File: config.mk
export PLATFORM = sky130hd
export DESIGN_NAME = ciph_core_top
export DESIGN_NICKNAME = d
export VERILOG_FILES = /design/src/design/ciph_pkg.sv /design/src/design/ciph_job_if.sv /design/src/design/ciph_core_top.sv /design/src/design/ciph_job_fifo.sv /design/src/design/ciph_req_intake.sv /design/src/design/ciph_round_ctrl.sv /design/src/design/ciph_round_rail.sv
export SDC_FILE = /design/constraint.sdc
export NUM_CORES = 1
export LEC_CHECK = 0
export BUFFER_PORTS_ARGS = -buffer_cell sky130_fd_sc_hd__buf_4
export CORE_ASPECT_RATIO = 1.75
export CORE_UTILIZATION = 45
export DETAILED_ROUTE_END_ITERATION = 8
export GPL_ROUTABILITY_DRIVEN = 0
export PLACE_DENSITY = 0.65
export SYNTH_ARGS = -nofsm -noshare
export SYNTH_HDL_FRONTEND = slang
export SYNTH_SLANG_ARGS = --single-unit
export TNS_END_PERCENT = 10
File: constraint.sdc
create_clock -name clk_i -period 3.55 [get_ports clk_i]
set_clock_uncertainty 0.2 [all_clocks]
set_input_delay 0.8875 -clock clk_i [delete_from_list [all_inputs] [get_ports clk_i]]
set_output_delay 0.8875 -clock clk_i [all_outputs]
set_load 0.005 [all_outputs]
File: src/design/ciph_pkg.sv
/* Cipher round controller package */

`default_nettype none

package ciph_pkg;

  localparam int unsigned DataWidth   = 32;
  localparam int unsigned RndCtrWidth = 4;
  localparam int unsigned NumRails    = 2;

  // Two-bit sparse strobe, 00 and 11 are invalid
  typedef enum logic [1:0] {
    SP2V_HIGH = 2'b10,
    SP2V_LOW  = 2'b01
  } sp2v_e;

  typedef enum logic {
    CIPH_FWD = 1'b0,
    CIPH_INV = 1'b1
  } ciph_op_e;

  typedef enum logic [1:0] {
    KEY_128 = 2'b00,
    KEY_192 = 2'b01,
    KEY_256 = 2'b10
  } key_len_e;

  // Round count per key length, unknown code runs like KEY_128
  function automatic logic [RndCtrWidth-1:0] rounds_for(key_len_e key_len);
    logic [RndCtrWidth-1:0] num;
    case (key_len)
      KEY_192: num = RndCtrWidth'(12);
      KEY_256: num = RndCtrWidth'(14);
      default: num = RndCtrWidth'(10);
    endcase
    return num;
  endfunction

  // Rotate left, then mix in the round index
  function automatic logic [DataWidth-1:0] fwd_round(logic [DataWidth-1:0] data,
                                                     logic [RndCtrWidth-1:0] rnd);
    logic [DataWidth-1:0] rot;
    rot = {data[DataWidth-2:0], data[DataWidth-1]};
    return rot ^ DataWidth'(rnd);
  endfunction

  // Exact inverse of fwd_round for the same index
  function automatic logic [DataWidth-1:0] inv_round(logic [DataWidth-1:0] data,
                                                     logic [RndCtrWidth-1:0] rnd);
    logic [DataWidth-1:0] mix;
    mix = data ^ DataWidth'(rnd);
    return {mix[0], mix[DataWidth-1:1]};
  endfunction

endpackage

`default_nettype wire

File: src/design/ciph_job_if.sv
/* Cipher job link */

`timescale 1ns/100ps
`default_nettype none

interface ciph_job_if;
  import ciph_pkg::*;

  logic                 valid;
  logic                 ready;
  ciph_op_e             op;
  key_len_e             key_len;
  logic [DataWidth-1:0] data;

  // Producer side of a link
  modport src (
    output valid,
    output op,
    output key_len,
    output data,
    input  ready
  );

  // Consumer side
  modport dst (
    input  valid,
    input  op,
    input  key_len,
    input  data,
    output ready
  );

endinterface

`default_nettype wire

File: src/design/ciph_core_top.sv
/* Redundant cipher round controller */

`timescale 1ns/100ps
`default_nettype none

module ciph_core_top (
  input  logic                           clk_i,
  input  logic                           rst_ni,

  input  ciph_pkg::sp2v_e                in_valid_i,
  output logic                           in_ready_o,
  input  ciph_pkg::ciph_op_e             op_i,
  input  ciph_pkg::key_len_e             key_len_i,
  input  logic [ciph_pkg::DataWidth-1:0] data_i,

  output ciph_pkg::sp2v_e                out_valid_o,
  input  ciph_pkg::sp2v_e                out_ready_i,
  output logic [ciph_pkg::DataWidth-1:0] data_o,

  input  logic                           alert_fatal_i,
  output logic                           alert_o
);

  logic alert_q;
  logic in_enc_err, out_enc_err, mr_err;

  ciph_job_if in_job ();     // Intake to FIFO
  ciph_job_if ctrl_job ();   // FIFO to controller

  ciph_req_intake u_intake (
    .clk_i      ( clk_i      ),
    .rst_ni     ( rst_ni     ),
    .in_valid_i ( in_valid_i ),
    .in_ready_o ( in_ready_o ),
    .op_i       ( op_i       ),
    .key_len_i  ( key_len_i  ),
    .data_i     ( data_i     ),
    .alert_i    ( alert_q    ),
    .enc_err_o  ( in_enc_err ),
    .job_o      ( in_job     )
  );

  ciph_job_fifo u_fifo (
    .clk_i  ( clk_i    ),
    .rst_ni ( rst_ni   ),
    .wr     ( in_job   ),
    .rd     ( ctrl_job )
  );

  ciph_round_ctrl u_ctrl (
    .clk_i       ( clk_i       ),
    .rst_ni      ( rst_ni      ),
    .job_i       ( ctrl_job    ),
    .out_ready_i ( out_ready_i ),
    .out_valid_o ( out_valid_o ),
    .data_o      ( data_o      ),
    .alert_i     ( alert_q     ),
    .enc_err_o   ( out_enc_err ),
    .mr_err_o    ( mr_err      )
  );

  // Sticky until reset
  always_ff @(posedge clk_i or negedge rst_ni) begin
    if (!rst_ni) begin
      alert_q <= 1'b0;
    end else if (in_enc_err || out_enc_err || mr_err || alert_fatal_i) begin
      alert_q <= 1'b1;
    end
  end

  assign alert_o = alert_q;

endmodule

`default_nettype wire

File: src/design/ciph_job_fifo.sv
/* Two-entry job FIFO */

`timescale 1ns/100ps
`default_nettype none

module ciph_job_fifo (
  input  logic    clk_i,
  input  logic    rst_ni,

  ciph_job_if.dst wr,
  ciph_job_if.src rd
);
  import ciph_pkg::*;

  ciph_op_e             op_mem      [2];
  key_len_e             key_len_mem [2];
  logic [DataWidth-1:0] data_mem    [2];

  logic       wr_ptr_q, rd_ptr_q;
  logic [1:0] cnt_q, cnt_d;
  logic       ready_q;   // Low through reset, opens one edge later
  logic       wr_en, rd_en;

  assign wr_en = wr.valid && wr.ready;
  assign rd_en = rd.valid && rd.ready;

  assign cnt_d = cnt_q + {1'b0, wr_en} - {1'b0, rd_en};

  always_ff @(posedge clk_i or negedge rst_ni) begin
    if (!rst_ni) begin
      wr_ptr_q <= 1'b0;
      rd_ptr_q <= 1'b0;
      cnt_q    <= 2'd0;
      ready_q  <= 1'b0;
    end else begin
      if (wr_en) wr_ptr_q <= ~wr_ptr_q;
      if (rd_en) rd_ptr_q <= ~rd_ptr_q;
      cnt_q   <= cnt_d;
      ready_q <= (cnt_d != 2'd2);
    end
  end

  // Storage
  always_ff @(posedge clk_i) begin
    if (wr_en) begin
      op_mem[wr_ptr_q]      <= wr.op;
      key_len_mem[wr_ptr_q] <= wr.key_len;
      data_mem[wr_ptr_q]    <= wr.data;
    end
  end

  assign wr.ready   = ready_q;
  assign rd.valid   = (cnt_q != 2'd0);
  assign rd.op      = op_mem[rd_ptr_q];
  assign rd.key_len = key_len_mem[rd_ptr_q];
  assign rd.data    = data_mem[rd_ptr_q];

  // Registered ready must track the fill count
  a_no_write_full : assert property (
    @(posedge clk_i) disable iff (!rst_ni)
    (cnt_q == 2'd2) |-> !wr_en
  );

endmodule

`default_nettype wire

File: src/design/ciph_req_intake.sv
/* Request intake */

`timescale 1ns/100ps
`default_nettype none

module ciph_req_intake (
  input  logic                           clk_i,
  input  logic                           rst_ni,

  input  ciph_pkg::sp2v_e                in_valid_i,
  output logic                           in_ready_o,
  input  ciph_pkg::ciph_op_e             op_i,
  input  ciph_pkg::key_len_e             key_len_i,
  input  logic [ciph_pkg::DataWidth-1:0] data_i,

  input  logic                           alert_i,
  output logic                           enc_err_o,

  ciph_job_if.src                        job_o
);
  import ciph_pkg::*;

  logic in_high;

  //////////////////////////////////////////////////
  // Strobe decode
  //////////////////////////////////////////////////

  // Only an exact HIGH code counts as a request
  assign in_high   = (in_valid_i == SP2V_HIGH);
  assign enc_err_o = !(in_valid_i inside {SP2V_HIGH, SP2V_LOW});

  //////////////////////////////////////////////////
  // Job forwarding
  //////////////////////////////////////////////////

  assign job_o.valid   = in_high && !alert_i;
  assign job_o.op      = op_i;
  assign job_o.key_len = key_len_i;
  assign job_o.data    = data_i;

  assign in_ready_o = job_o.ready && !alert_i;   // Closed for good once alerted

  // Operation must be known whenever a request is presented
  a_op_known : assert property (
    @(posedge clk_i) disable iff (!rst_ni)
    in_high |-> !$isunknown(op_i)
  );

endmodule

`default_nettype wire

File: src/design/ciph_round_ctrl.sv
/* Dual-rail round controller */

`timescale 1ns/100ps
`default_nettype none

module ciph_round_ctrl (
  input  logic                           clk_i,
  input  logic                           rst_ni,

  ciph_job_if.dst                        job_i,

  input  ciph_pkg::sp2v_e                out_ready_i,
  output ciph_pkg::sp2v_e                out_valid_o,
  output logic [ciph_pkg::DataWidth-1:0] data_o,

  input  logic                           alert_i,
  output logic                           enc_err_o,
  output logic                           mr_err_o
);
  import ciph_pkg::*;

  sp2v_e                                out_ready;
  logic                                 start;
  logic [NumRails-1:0]                  sp_start, sp_out_ready, sp_out_valid;
  logic [NumRails-1:0]                  mr_busy, mr_done, mr_load, mr_step;
  logic [NumRails-1:0][RndCtrWidth-1:0] mr_rnd_ctr;
  logic [RndCtrWidth-1:0]               rnd_ctr;
  logic                                 busy, done, load, step;
  logic                                 mr_err;
  ciph_op_e                             op_q;
  logic [DataWidth-1:0]                 data_q;

  // Invalid out_ready code is flagged and read as LOW
  assign enc_err_o = !(out_ready_i inside {SP2V_HIGH, SP2V_LOW});
  assign out_ready = (out_ready_i == SP2V_HIGH) ? SP2V_HIGH : SP2V_LOW;

  assign job_i.ready = !busy && !done && !alert_i;
  assign start       = job_i.valid && job_i.ready;

  assign sp_start     = start ? SP2V_HIGH : SP2V_LOW;
  assign sp_out_ready = out_ready;

  //////////////////////////////////////////////////
  // Rails
  //////////////////////////////////////////////////

  // Rail 0 owns the upper strobe bit, rail 1 the inverted lower one
  for (genvar i = 0; i < NumRails; i++) begin : gen_rail
    localparam int unsigned SpBit  = NumRails - 1 - i;
    localparam bit          ActLow = bit'(i);

    logic busy_p, load_p, step_p;

    ciph_round_rail #(
      .ActiveLow   ( ActLow              )
    ) u_rail (
      .clk_i       ( clk_i               ),
      .rst_ni      ( rst_ni              ),
      .start_i     ( sp_start[SpBit]     ),
      .out_ready_i ( sp_out_ready[SpBit] ),
      .key_len_i   ( job_i.key_len       ),
      .op_i        ( job_i.op            ),
      .busy_o      ( busy_p              ),
      .done_o      ( sp_out_valid[SpBit] ), // Sparsified
      .load_o      ( load_p              ),
      .step_o      ( step_p              ),
      .rnd_ctr_o   ( mr_rnd_ctr[i]       )
    );

    assign mr_busy[i] = busy_p ^ ActLow;
    assign mr_done[i] = sp_out_valid[SpBit] ^ ActLow;
    assign mr_load[i] = load_p ^ ActLow;
    assign mr_step[i] = step_p ^ ActLow;
  end

  assign busy = |mr_busy;
  assign done = |mr_done;
  assign load = |mr_load;
  assign step = |mr_step;

  // OR the counters, then compare every rail against the result
  always_comb begin
    rnd_ctr = '0;
    mr_err  = 1'b0;
    for (int i = 0; i < NumRails; i++) begin
      rnd_ctr |= mr_rnd_ctr[i];
    end
    for (int i = 0; i < NumRails; i++) begin
      if (mr_rnd_ctr[i] != rnd_ctr || mr_busy[i] != busy || mr_done[i] != done) begin
        mr_err = 1'b1;
      end
    end
  end

  assign mr_err_o = mr_err;

  //////////////////////////////////////////////////
  // Data path
  //////////////////////////////////////////////////

  always_ff @(posedge clk_i or negedge rst_ni) begin
    if (!rst_ni) begin
      op_q <= CIPH_FWD;
    end else if (load) begin
      op_q <= job_i.op;
    end
  end

  always_ff @(posedge clk_i) begin
    if (load) begin
      data_q <= job_i.data;
    end else if (step) begin
      data_q <= (op_q == CIPH_FWD) ? fwd_round(data_q, rnd_ctr) : inv_round(data_q, rnd_ctr);
    end
  end

  assign data_o = data_q;

  // Result withheld on alert or on any rail disagreement
  assign out_valid_o = (alert_i || mr_err) ? SP2V_LOW : sp2v_e'(sp_out_valid);

  // Mismatch check must catch every split done pair
  a_out_valid_code : assert property (
    @(posedge clk_i) disable iff (!rst_ni)
    out_valid_o inside {SP2V_HIGH, SP2V_LOW}
  );

endmodule

`default_nettype wire

File: src/design/ciph_round_rail.sv
/* Single-rail round FSM */

`timescale 1ns/100ps
`default_nettype none

module ciph_round_rail #(
  parameter bit ActiveLow = 1'b0
) (
  input  logic                             clk_i,
  input  logic                             rst_ni,

  input  logic                             start_i,
  input  logic                             out_ready_i,
  input  ciph_pkg::key_len_e               key_len_i,
  input  ciph_pkg::ciph_op_e               op_i,

  output logic                             busy_o,
  output logic                             done_o,
  output logic                             load_o,
  output logic                             step_o,
  output logic [ciph_pkg::RndCtrWidth-1:0] rnd_ctr_o
);
  import ciph_pkg::*;

  typedef enum logic [1:0] {
    IDLE  = 2'b00,
    ROUND = 2'b01,
    DONE  = 2'b10
  } rail_state_e;

  rail_state_e            state_q, state_d;
  logic [RndCtrWidth-1:0] ctr_q, ctr_d;
  ciph_op_e               op_q;
  key_len_e               key_len_q;
  logic                   start, out_ready;
  logic                   load, step, last_rnd;

  // Back to active-high inside the rail
  assign start     = start_i ^ ActiveLow;
  assign out_ready = out_ready_i ^ ActiveLow;

  // Forward counts up to N-1, inverse counts down to 0
  assign last_rnd = (op_q == CIPH_FWD) ?
                    (ctr_q == rounds_for(key_len_q) - RndCtrWidth'(1)) : (ctr_q == '0);

  always_comb begin
    state_d = state_q;
    ctr_d   = ctr_q;
    load    = 1'b0;
    step    = 1'b0;
    case (state_q)
      IDLE: begin
        if (start) begin
          load    = 1'b1;
          ctr_d   = (op_i == CIPH_FWD) ? '0 : rounds_for(key_len_i) - RndCtrWidth'(1);
          state_d = ROUND;
        end
      end
      ROUND: begin
        step = 1'b1;
        if (last_rnd) begin
          state_d = DONE;
        end else begin
          ctr_d = (op_q == CIPH_FWD) ? ctr_q + RndCtrWidth'(1) : ctr_q - RndCtrWidth'(1);
        end
      end
      DONE: begin
        if (out_ready) begin
          state_d = IDLE;
          ctr_d   = '0;
        end
      end
      default: state_d = IDLE;   // Stray code falls back to idle
    endcase
  end

  always_ff @(posedge clk_i or negedge rst_ni) begin
    if (!rst_ni) begin
      state_q   <= IDLE;
      ctr_q     <= '0;
      op_q      <= CIPH_FWD;
      key_len_q <= KEY_128;
    end else begin
      state_q <= state_d;
      ctr_q   <= ctr_d;
      if (load) begin
        op_q      <= op_i;
        key_len_q <= key_len_i;
      end
    end
  end

  assign busy_o    = (state_q == ROUND) ^ ActiveLow;
  assign done_o    = (state_q == DONE) ^ ActiveLow;
  assign load_o    = load ^ ActiveLow;
  assign step_o    = step ^ ActiveLow;
  assign rnd_ctr_o = ctr_q;

endmodule

`default_nettype wire

# Yosys cells after proc, flatten, opt, wreduce, memory -nomap -nowiden
# Memories as Yosys holds them, arrays and structs flattened.
# Index checks and enable logic that the tools add are counted.
dict set report totals {
  inputBits 42
  mem_count 3
  regBits 57
  ram_bits 70
}
dict set report classes {
  n_addsub 10
  n_mux 45
  n_reduce_logical 37
  bitwise 6
  n_eq_ne 31
}
# memory depth width rd rd_clocked_by_memory_dff write_ports line_no
set mem_list {}
lappend mem_list {u_fifo.data_mem 2 32 1 0 1 ciph_job_fifo.sv:17} ;# logic [DataWidth-1:0] data_mem [2];
lappend mem_list {u_fifo.key_len_mem 2 2 1 0 1 ciph_job_fifo.sv:16} ;# key_len_e key_len_mem [2];
lappend mem_list {u_fifo.op_mem 2 1 1 0 1 ciph_job_fifo.sv:15} ;# ciph_op_e op_mem [2];
# op n
set ops {}
lappend ops {{$mux W32} 3}
lappend ops {{$xor A32 B4 Y32} 2}
lappend ops {{$mux W4} 14}
lappend ops {{$pmux W4 S3} 2}
lappend ops {{$sub A4 B1 Y4 const B} 6}
lappend ops {{$mux W2} 9}
lappend ops {{$pmux W3 S2} 3}
lappend ops {{$eq A2 B1 Y1 const B} 7}
lappend ops {{$eq A2 B2 Y1 const B} 7}
lappend ops {{$ne A2 B2 Y1 const B} 7}
lappend ops {{$mux W1} 12}
lappend ops {{$pmux W2 S3} 2}
lappend ops {{$add A4 B1 Y4 const B} 2}
lappend ops {{$eq A4 B4 Y1} 2}
lappend ops {{$logic_not A4 Y1} 2}
lappend ops {{$logic_or A1 B1 Y1} 8}
lappend ops {{$ne A4 B4 Y1} 2}
lappend ops {{$reduce_and A4 Y1} 2}
lappend ops {{$reduce_bool A2 Y1} 4}
lappend ops {{$reduce_or A2 Y1} 4}
lappend ops {{$logic_and A1 B1 Y1} 6}
lappend ops {{$reduce_and A3 Y1} 2}
lappend ops {{$reduce_bool A3 Y1} 2}
lappend ops {{$logic_not A1 Y1} 5}
lappend ops {{other kinds (7)} 14}

# Longest topological paths before layout
# Gate-level depths: netlist of run 1.
dict set report logic_depth {
  word_depth 13
  mapped_depth 10
  ltp_nobuf 9
}

# Cells and area by module
# From an unflattened synthesis of run 1, not the netlist that was laid out.
dict set report hier_totals {
  cells_unflattened 507
  area_unflattened_um2 6561.3
}
# mod area_each_um2 cells_each n_inst seq_area_each_um2
set by_module_without_submodules {}
lappend by_module_without_submodules {ciph_job_fifo 2803.9 133 1 2227.1}
lappend by_module_without_submodules {ciph_round_ctrl 1965.6 180 1 985.9}
lappend by_module_without_submodules {{ciph_round_rail (u_ctrl.gen_rail[1].u_rail)} 734.5 76 1 225.2}
lappend by_module_without_submodules {{ciph_round_rail (u_ctrl.gen_rail[0].u_rail)} 728.2 75 1 225.2}
lappend by_module_without_submodules {ciph_req_intake 291.5 39 1 0.0}
lappend by_module_without_submodules {ciph_core_top 37.5 4 1 25.0}

# Worst setup path after synthesis of run 1
# No wires, ideal clock.
dict set report synth_path {
  path_kind {input port to flip-flop}
  start {input port in_valid_i[0]}
  end {memory u_fifo.data_mem[0][0], enable pin}
  path_buffers 0
  arrival_time_ps 2651
  stages 4
  slack_ps 272
  cell_sequence {inv_1 -> ha_1 -> nand2_1 -> nor2_1}
}
dict set report synth_via {
  elab_chain_cells 5
}
# item line_no
set synth_rtl {}
lappend synth_rtl {{start, declared} ciph_core_top.sv:10} ;# input ciph_pkg::sp2v_e in_valid_i,
lappend synth_rtl {{$eq A2 B2 Y1} ciph_req_intake.sv:30} ;# assign in_high = (in_valid_i == SP2V_HIGH);
lappend synth_rtl {{$logic_and A1 B1 Y1} ciph_req_intake.sv:37} ;# assign job_o.valid = in_high && !alert_i;
lappend synth_rtl {{$logic_and A1 B1 Y1} ciph_job_fifo.sv:24} ;# assign wr_en = wr.valid && wr.ready;
lappend synth_rtl {{$mux W1} ciph_job_fifo.sv:45} ;# if (wr_en) begin
lappend synth_rtl {{$mux W1 (implied by the code)} ciph_job_fifo.sv:48} ;# data_mem[wr_ptr_q] <= wr.data;
lappend synth_rtl {{end, declared} ciph_job_fifo.sv:17}
# Every way passes these cells.

# Worst setup path in the final report of run 1
dict set report layout_path {
  start {register u_ctrl.gen_rail[0].u_rail.state_q[0]}
  end {output port out_valid_o[0]}
}
dict set report layout_via {
  elab_chain_cells 9
  word_cells_on_any_way 16
  classes_between {6 x eq/ne; 3 x mux; 7 x reduce/logical}
}
# item line_no
set layout_rtl {}
lappend layout_rtl {{start, declared} ciph_round_rail.sv:31} ;# rail_state_e state_q, state_d;
lappend layout_rtl {{start signal, assigned} ciph_round_rail.sv:84} ;# state_q <= state_d;
lappend layout_rtl {{$eq A2 B1 Y1} ciph_round_rail.sv:93} ;# assign busy_o = (state_q == ROUND) ^ ActiveLow;
lappend layout_rtl {{$reduce_or A2 Y1} ciph_round_ctrl.sv:76} ;# assign busy = |mr_busy;
lappend layout_rtl {{$ne A1 B1 Y1} ciph_round_ctrl.sv:89} ;# if (mr_rnd_ctr[i] != rnd_ctr || mr_busy[i] != busy || mr_done[i] != done) begin
lappend layout_rtl {{$logic_or A1 B1 Y1 (2 in series)} ciph_round_ctrl.sv:89}
lappend layout_rtl {{$mux W1} ciph_round_ctrl.sv:89}
lappend layout_rtl {{$mux W1 *} ciph_round_ctrl.sv:89}
lappend layout_rtl {{$logic_or A1 B1 Y1 *} ciph_round_ctrl.sv:120} ;# assign out_valid_o = (alert_i || mr_err) ? SP2V_LOW : sp2v_e'(sp_out_valid);
lappend layout_rtl {{$mux W2 *} ciph_round_ctrl.sv:120}
lappend layout_rtl {{end, declared} ciph_core_top.sv:16} ;# output ciph_pkg::sp2v_e out_valid_o,
# Mark *: on every way between the ends. The rest lies on a longest branch, timed or not.

==> impl_metrics.ini, run 1 <==
[drt]
wire_per_inst_um = 18.0
viasPerCell = 5.45
drtIter0Drc = 215
wl_um = 13000
remaining_drc_errors = 0
ant_nets = 0
dr.pass1.iters = 4
vias = 3956

[logic_synthesis]
synthesis.instances = 463
ys_seq_area_share_pct = 60.0
synth.distinct_cells = 47
synthTopCellsByArea = edfxtp_1, dfrtp_1, mux2i_1, a211oi_1, nor2b_1
synth_edf_count = 102
synth_top_area_cell = edfxtp_1
async_flop_share_pct = 19.7
synth_warnings = 0
synth_flop_cell = edfxtp_1
synth_top_cell_area_share_pct = 49.9
syn_avg_cell_area_sq_um = 13.3
syn_nets = 524
netlist_area_sq_um = 6140
ys_ff_latch = 127

[timing]
finalSetupViolations = 0
rsz0062_at_grt = no
slew_headroom_pct = 29.5
finalHoldViolations = 0
drv_slew = 0
max_slew.worst_pin.slew_ps = 1060
finalHoldWorstSlack_ps = 180
period_share_pct = 87.5
tns_ps = 0
clock.fmax_ghz = 0.322
post-route-min-period_ps = 3110

[power]
p_per_area_nw_per_um2 = 543
power_mw = 4.01
ir_worst_vdd_mv = 0.439
p_leak_nw = 2.70

[place]
io_buffers = 77
dp_hpwl_um = 9000

[grt]
grt_pass1_vias = 4116
grt_overflow = 0
grt_start_max_net_pins = 67
grt_pass1_wl_um = 20600
grtUsageTotal_pct = 19.7
antenna_found_initial = 0

[setup_path]
required_ps = 2460
cp.arrival_ps = 2020
crit_fanout = 8
rr_startpoint = u_ctrl.gen_rail[0].u_rail.state_q[0]$_DFFE_PN0P_
critPathLaunch = u_ctrl.gen_rail[0].u_rail.state_q[0]$_DFFE_PN0P_
crit_path_end_kind = primary output
start_kind = flop
worst-setup-path-type = flop to primary output

[clock_network]
postCtsSetupBuffers = 0
cts_resized = 0
root_buffer = clkbuf_16
cts_hold_buf = 0
cts_tree = yes
numClockSinks = 127
htree_levels = 4
clk_pin_slew_ps = 60
insertion_delay_ps = 410
cts_buffer_depth = 2
numCtsBuffers = 17

[run]
max_cap_violations = 0

[worst_hold_path]
hp-class = input pin to async pin

[floorplan]
coreArea_sq_um = 13400
fp.dieW_um = 90.3
initial_utilization_pct = 45.9
ios = 78
die_h_um = 157
fp-row-count = 56
die_area_sq_um = 14100

[finish]
syn_to_final_growth_pct = 20.2
antenna_cells = 0
layout.nets = 600
fill_cells = 1127
seq_area_sq_um = 3690
multiInputGateArea_sq_um = 2200
drive_gt1_share_pct = 26.3

[status]
outcome = completed
## registers in the layout, summed over array words and instances (netlist names)
signal                            cells
u_fifo.data_mem                      64
u_ctrl.data_o                        32
u_ctrl.gen_rail.u_rail.rnd_ctr_o      8
u_ctrl.gen_rail.u_rail.key_len_q      4
u_ctrl.gen_rail.u_rail.state_q        4
u_fifo.key_len_mem                    4
u_ctrl.gen_rail.u_rail.op_q           2
u_fifo.cnt_q                          2
u_fifo.op_mem                         2
alert_o                               1
u_ctrl.op_q                           1
u_fifo.rd_ptr_q                       1
u_fifo.wr.ready                       1
u_fifo.wr_ptr_q                       1
## critical path: stages (launching register included)
cell,delay [ps]
dfrtp_1,420
inv_1,100
ha_1,380
xnor2_1,180
nand4_1,170
nor2_1,190
inv_1,50
buf_4,130
## worst paths after layout
kind | endpoint | cells past startpoint | slack, ps
setup / recovery | out_valid_o[0] | 7 | 440
hold / removal | u_ctrl.gen_rail[1].u_rail.key_len_q[1]$_DFFE_PN0P_ | 1 | 180
setup reg to reg | u_ctrl.data_o[21]$_DFFE_PP_ | 6 | 610
hold reg to reg | u_ctrl.gen_rail[1].u_rail.key_len_q[1]$_DFFE_PN0P_ | 2 | 350
max in group asynchronous | u_ctrl.op_q$_DFFE_PN0P_ | 1 | 2680
min in group clk_i | u_ctrl.gen_rail[1].u_rail.key_len_q[1]$_DFFE_PN0P_ | 2 | 350
## layout make-up
cell class              instances  area share [%]
flip-flops and latches        127            50.0
multi-input cells             293            29.7
repair buffers                 82            8.50
clock buffers                  18            5.81
well taps                     174            2.95
clock inverters                14            2.10
inverters                      18           0.915
## cells in the mapped netlist, drive strengths merged (5+ instances only)
master,count
o21ai,13
a211oi,33
edfxtp,102
o22ai,6
nand2,14
nor2b,35
clkbuf,11
ha,17
nor3,5
mux2,6
xor2,9
buf,14
nor2,25
xnor2,18
mux2i,33
inv,18
a21oi,45
dfrtp,25
## power by group
group	internal, mW	switching (mW)	total (mW)
registers	1.65	0.0894	1.74
clock network	1.04	0.665	1.71
logic	0.264	0.292	0.556
total	2.96	1.05	4.01
## stage by stage
| step | util (%) | worst slack [ps] | instances | area, sq um |
|---|---|---|---|---|
| finish | 55.2 | 442 | 726 | 7390 |
| global route | 55.2 | 271 | 726 | 7390 |
| CTS | 55.2 | 387 | 726 | 7390 |
| detailed placement | 50.8 | 633 | 694 | 6800 |
| global placement | 50.8 | 681 | 694 | 6800 |
| floorplan | - | 272 | 463 | 6140 |
## routing by layer
layer	GRT usage, %	share of wire [%]	vias to the layer above
li1	-	-	1884
met1	20.1	37	1935
met4	10.6	3.2	0
met2	36.5	56	111
met5	0	0	-
met3	4.86	3.5	26
## placed cells by master, fill, tap and decap left out, types with 9 or more instances in the layout
cell	Yosys	routed
o21ai_0	13	13
nor2b_1	35	35
clkbuf_16	0	17
ha_1	17	17
a21oi_2	17	17
xor2_1	9	9
mux2i_1	33	33
a211oi_1	32	32
xnor2_1	18	18
a21oi_1	28	28
nor2_1	24	23
inv_1	18	18
edfxtp_1	102	102
buf_4	4	81
dfrtp_1	25	23
nand2_1	14	14
## kinds of logic (layout without fill, tap and decap cells)
group / after synthesis / count (layout) / synth area share, %
flops: 127 / 127 / 60.0
buf+inv: 43 / 132 / 4.34
fa+ha+maj: 19 / 19 / 4.11
mux: 39 / 39 / 6.48
xor+xnor: 27 / 27 / 3.85
compound gates: 112 / 112 / 12.4
simple gates: 96 / 96 / 8.78
Power figures use the tool's default switching activity.
==> inputs of run 2 (changes only) <==
--- a/config.mk
+++ b/config.mk
@@ -10,6 +10,7 @@
 export CORE_UTILIZATION = 45
 export DETAILED_ROUTE_END_ITERATION = 8
 export GPL_ROUTABILITY_DRIVEN = 0
+export GPL_TIMING_DRIVEN = 0
 export PLACE_DENSITY = 0.65
 export SYNTH_ARGS = -nofsm -noshare
 export SYNTH_HDL_FRONTEND = slang
==> constraint.sdc (replaced) <==
create_clock -name clk_i -period 3.55 [get_ports clk_i]
set_clock_uncertainty 0.2 [all_clocks]
set_input_delay 0.8875 -clock clk_i [delete_from_list [all_inputs] [get_ports clk_i]]
set_output_delay 0.8875 -clock clk_i [all_outputs]
set_load 0.05 [all_outputs]
==> impl_metrics.ini, run 2 (synthesis results as in run 1) <==
[drt]
remaining_drc_errors = 0
viasPerCell = 5.43
drtIter0Drc = 217
wire_per_inst_um = 18.7
vias = 4052
ant_nets = 0
wl_um = 14000
dr.pass1.iters = 5

[clock_network]
cts_tree = yes
numClockSinks = 127
postCtsSetupBuffers = 0
cts_hold_buf = 0
cts_buffer_depth = 2
root_buffer = clkbuf_16
cts_resized = 1
numCtsBuffers = 17
clk_pin_slew_ps = 60
insertion_delay_ps = 410
htree_levels = 4

[floorplan]
fp-row-count = 56
coreArea_sq_um = 13400
ios = 78
die_area_sq_um = 14100
fp.dieW_um = 90.3
initial_utilization_pct = 45.9
die_h_um = 157

[place]
placed_cells = 715
io_buffers = 77
dp_hpwl_um = 10200

[power]
p_per_area_nw_per_um2 = 520
ir_worst_vdd_mv = 0.463
power_mw = 3.91
p_leak_nw = 2.76

[run]
max_cap_violations = 0

[grt]
grt_pass1_wl_um = 21500
grt_overflow = 0
grt_start_max_net_pins = 36
grt_pass1_vias = 4194
grtUsageTotal_pct = 20.6
antenna_found_initial = 0

[finish]
layout_commonest_cell = edfxtp_1
final_cell_mix = edfxtp_1, buf_4, nor2b_1, mux2i_1, a211oi_1
syn_to_final_growth_pct = 22.5
antenna_cells = 0
drive_gt1_share_pct = 26.6
fin_cells = 746
fill_cells = 1104
layout.nets = 621
regMostFlops = u_fifo.data_mem
largest_reg_flops = 64

[timing]
post-route-min-period_ps = 3310
slew_headroom_pct = 40.8
finalHoldViolations = 0
tns_ps = 0
rsz0062_at_grt = no
drv_slew = 0
clock.fmax_ghz = 0.303
period_share_pct = 93.1
max_slew.worst_pin.slew_ps = 888
finalSetupViolations = 0

[setup_path]
crit_fanout = 10
start_kind = flop
crit_path_end_kind = primary output
cp.arrival_ps = 2220
worst-setup-path-type = flop to primary output
required_ps = 2460

[worst_hold_path]
hp-class = input pin to async pin

[status]
outcome = completed
-- run 2: cell types whose count changed in the layout (fill, tap and decap cells not counted), moves of 2 or more --
cell      before  now
dfrtp_1       23   25
buf_1          0    2
clkbuf_1       1   11
buf_6          0    4
clkinv_4       1    3
buf_12         1    3
dfrtp_2        2    0
clkinv_2       0    3
inv_6          6    1
-- run 2: report_power, final --
group          switching [mW]  internal [mW]
clock                   0.654          0.954
combinational           0.332          0.268
sequential             0.0499           1.65
total                    1.04           2.88
-- run 2: per-layer routing --
layer	global-route usage, %	part of all wire [%]
met5	0	0
met4	10.5	3.5
met3	5.10	4.1
met2	39.4	56
met1	20.2	36
-- run 2: metrics by stage --
stage	cell area, sq um	utilization, %	hold slack (ps)	worst slack [ps]
2_1_floorplan	6150	-	279	167
3_3_place_gp	6940	51.9	294	-200
3_5_place_dp	6980	52.1	342	-225
4_1_cts	7520	56.2	181	196
5_1_grt	7520	56.2	188	94.1
6_report	7520	56.2	179	244
-- run 2: path summary, 6_finish.rpt --
| kind | startpoint | end | slack [ps] | cells after the start |
|---|---|---|---|---|
| hold reg to reg | u_ctrl.gen_rail[1].u_rail.key_len_q[1]$_DFFE_PN0P_ | u_ctrl.gen_rail[1].u_rail.key_len_q[1]$_DFFE_PN0P_ | 350 | 2 |
| setup / recovery | u_ctrl.gen_rail[0].u_rail.state_q[1]$_DFFE_PN0P_ | out_valid_o[0] | 240 | 8 |
| hold / removal | rst_ni | u_ctrl.gen_rail[1].u_rail.key_len_q[0]$_DFFE_PN0P_ | 180 | 1 |
| max in group asynchronous | rst_ni | u_ctrl.gen_rail[0].u_rail.state_q[1]$_DFFE_PN0P_ | 2700 | 1 |
| setup reg to reg | u_ctrl.gen_rail[1].u_rail.state_q[1]$_DFFE_PN0P_ | u_ctrl.data_o[19]$_DFFE_PP_ | 280 | 8 |
| min in group clk_i | u_ctrl.gen_rail[1].u_rail.key_len_q[1]$_DFFE_PN0P_ | u_ctrl.gen_rail[1].u_rail.key_len_q[1]$_DFFE_PN0P_ | 350 | 2 |
-- run 2: area by class of cell --
type / instances / area, sq um / share of cell area, %
Tap cell: 174 / 218 / 2.89
Sequential cell: 127 / 3690 / 49.0
Buffer: 25 / 199 / 2.64
Inverter: 18 / 67.6 / 0.898
Timing Repair Buffer: 78 / 606 / 8.05
Clock inverter: 14 / 121 / 1.61
Clock buffer: 17 / 425 / 5.65
Multi-Input combinational cell: 293 / 2200 / 29.2
-- run 2: critical path: stages (launching register included) --
cell and delay (ps):
dfrtp_1 390, inv_1 90, ha_1 160, clkbuf_1 400, xnor2_1 170, nand4_1 160
nor2_1 180, inv_1 60, buf_4 180
==> inputs of run 3 (changes only) <==
--- a/config.mk
+++ b/config.mk
@@ -5,13 +5,14 @@
 export SDC_FILE = /design/constraint.sdc
 export NUM_CORES = 1
 export LEC_CHECK = 0
+export ABC_AREA = 1
 export BUFFER_PORTS_ARGS = -buffer_cell sky130_fd_sc_hd__buf_4
 export CORE_ASPECT_RATIO = 1.75
 export CORE_UTILIZATION = 45
 export DETAILED_ROUTE_END_ITERATION = 8
 export GPL_ROUTABILITY_DRIVEN = 0
 export GPL_TIMING_DRIVEN = 0
-export PLACE_DENSITY = 0.65
+export PLACE_DENSITY = 0.64
 export SYNTH_ARGS = -nofsm -noshare
 export SYNTH_HDL_FRONTEND = slang
 export SYNTH_SLANG_ARGS = --single-unit
==> impl_metrics.ini, run 3 <==
[clock_network]
cts_tree = yes
cts_resized = 0
insertion_delay_ps = 410
htree_levels = 4
numCtsBuffers = 17
postCtsSetupBuffers = 0
cts_buffer_depth = 2
cts_hold_buf = 0
numClockSinks = 127
clk_pin_slew_ps = 60
root_buffer = clkbuf_16

[place]
dp_hpwl_um = 10500
placed_cells = 853
io_buffers = 77

[grt]
grt_pass1_wl_um = 22200
grt_start_max_net_pins = 33
antenna_found_initial = 0
grtUsageTotal_pct = 20.7
grt_overflow = 0
grt_pass1_vias = 4612

[finish]
fill_cells = 1197
layout.nets = 759
fin_cells = 885
layout_commonest_cell = nand2_1
final_util_pct = 56.9
regMostFlops = u_fifo.data_mem
drive_gt1_share_pct = 22.8
syn_to_final_growth_pct = 22.7
largest_reg_flops = 64
final_cell_mix = nand2_1, edfxtp_1, buf_4, inv_1, o21ai_0
antenna_cells = 0

[drt]
wire_per_inst_um = 15.9
dr.pass1.iters = 5
drtIter0Drc = 181
vias = 4437
wl_um = 14100
ant_nets = 0
viasPerCell = 5.01
remaining_drc_errors = 0

[setup_path]
cp.arrival_ps = 1990
crit_path_end_kind = primary output
cp-endpoint = out_valid_o[1]
rrSetupSlack_ps = 570
rr_startpoint = u_ctrl.gen_rail[1].u_rail.state_q[1]$_DFFE_PN0P_
worst-setup-path-type = flop to primary output
crit_fanout = 8
start_kind = flop
r2r_cells = 10
r2r-end = u_ctrl.data_o[28]$_DFFE_PP_
required_ps = 2460
critPathLaunch = u_ctrl.gen_rail[0].u_rail.rnd_ctr_o[0]$_DFFE_PN0P_

[timing]
finalHoldViolations = 0
clock.fmax_ghz = 0.325
post-route-min-period_ps = 3080
slew_headroom_pct = 47.8
period_share_pct = 86.7
tns_ps = 0
drv_slew = 0
rsz0062_at_grt = no
max_slew.worst_pin.slew_ps = 780
finalSetupViolations = 0

[worst_hold_path]
hp-class = input pin to async pin

[floorplan]
ios = 78
die_area_sq_um = 14400
initial_utilization_pct = 46.4
fp.dieW_um = 91.0
fp-row-count = 56
die_h_um = 158
coreArea_sq_um = 13500

[power]
p_per_area_nw_per_um2 = 493
ir_worst_vdd_mv = 0.461
p_leak_nw = 3.26

[logic_synthesis]
synthTopCellsByArea = edfxtp_1, nand2_1, dfrtp_1, mux2i_1, inv_1
synth_top_cell_area_share_pct = 49.1
synth_flop_cell = edfxtp_1
synthesis.instances = 600
syn_nets = 661
yosysMostFrequentCell = nand2_1
synth_common_cells = nand2_1, edfxtp_1, inv_1, o21ai_0
synth_edf_count = 102
synth_top_area_cell = edfxtp_1
synth_warnings = 0
ys_seq_area_share_pct = 59.1
async_flop_share_pct = 19.7
netlist_area_sq_um = 6240
ys_ff_latch = 127
syn_avg_cell_area_sq_um = 10.4
synth.distinct_cells = 33

[status]
outcome = completed

[run]
max_cap_violations = 0
[run 3: where the power goes]
group / internal, mW / total (mW) / switching [mW]
sequential: 1.65 / 1.72 / 0.0764
clock: 0.972 / 1.64 / 0.663
combinational: 0.171 / 0.414 / 0.244
total: 2.79 / 3.77 / 0.983
[run 3: cell type report]
class	count	area [sq um]	area share [%]
Timing Repair Buffer	79	618	8.07
Clock inverter	14	136	1.78
Buffer	17	114	1.49
Multi-Input combinational cell	388	2200	28.7
Inverter	68	258	3.37
Tap cell	174	218	2.84
Clock buffer	18	429	5.60
Sequential cell	127	3690	48.2
[run 3: cells by family (layout without fill, tap and decap cells)]
group / after synthesis / after routing / synth area share [%]
simple gates: 249 / 249 / 16.5
flops: 127 / 127 / 59.1
buf+inv: 85 / 196 / 5.96
compound gates: 80 / 80 / 8.20
mux: 27 / 27 / 4.33
fa+ha+maj: 19 / 19 / 4.05
xor+xnor: 13 / 13 / 1.83
[run 3: metal layers]
metal | up-vias | track usage (%) | routed length [um]
met4 | 0 | 9.15 | 377
li1 | 2205 | - | -
met1 | 2093 | 20.4 | 5130
met2 | 113 | 41.4 | 8050
met3 | 26 | 3.84 | 509
met5 | - | 0 | 0
[run 3: stage by stage]
| stage | setup slack (ps) | instance area [sq um] | power, mW | hold slack [ps] |
|---|---|---|---|---|
| 6_report | 473 | 7660 | 3.77 | 186 |
| 5_1_grt | 255 | 7660 | 3.92 | 207 |
| 4_1_cts | 31.1 | 7650 | 3.79 | 192 |
| 3_5_place_dp | 25.2 | 7090 | 2.16 | 301 |
| 3_3_place_gp | -720 | 7030 | 2.14 | 286 |
| 2_1_floorplan | -209 | 6240 | 2.02 | 270 |
[run 3: worst min path at each step]
stage | endpoint | slack, ps | depth (start not counted)
6_report | u_ctrl.gen_rail[1].u_rail.state_q[0]$_DFFE_PN0P_ | 190 | 1
4_1_cts | u_ctrl.gen_rail[1].u_rail.key_len_q[0]$_DFFE_PN0P_ | 190 | 1
3_5_place_dp | u_ctrl.gen_rail[1].u_rail.state_q[0]$_DFFE_PN0P_ | 300 | 2
5_1_grt | u_ctrl.gen_rail[1].u_rail.key_len_q[0]$_DFFE_PN0P_ | 210 | 1
3_3_place_gp | u_ctrl.gen_rail[1].u_rail.state_q[0]$_DFFE_PN0P_ | 290 | 2
2_1_floorplan | u_ctrl.gen_rail[0].u_rail.state_q[0]$_DFFE_PN0P_ | 270 | 2
[run 3: critical path, cell delays in order, from the launching register on]
cell	delay, ps
dfrtp_1	500
nor2_1	260
inv_1	100
nand2_1	60
o21ai_0	100
a21oi_1	190
nand3_1	120
inv_1	70
buf_4	190
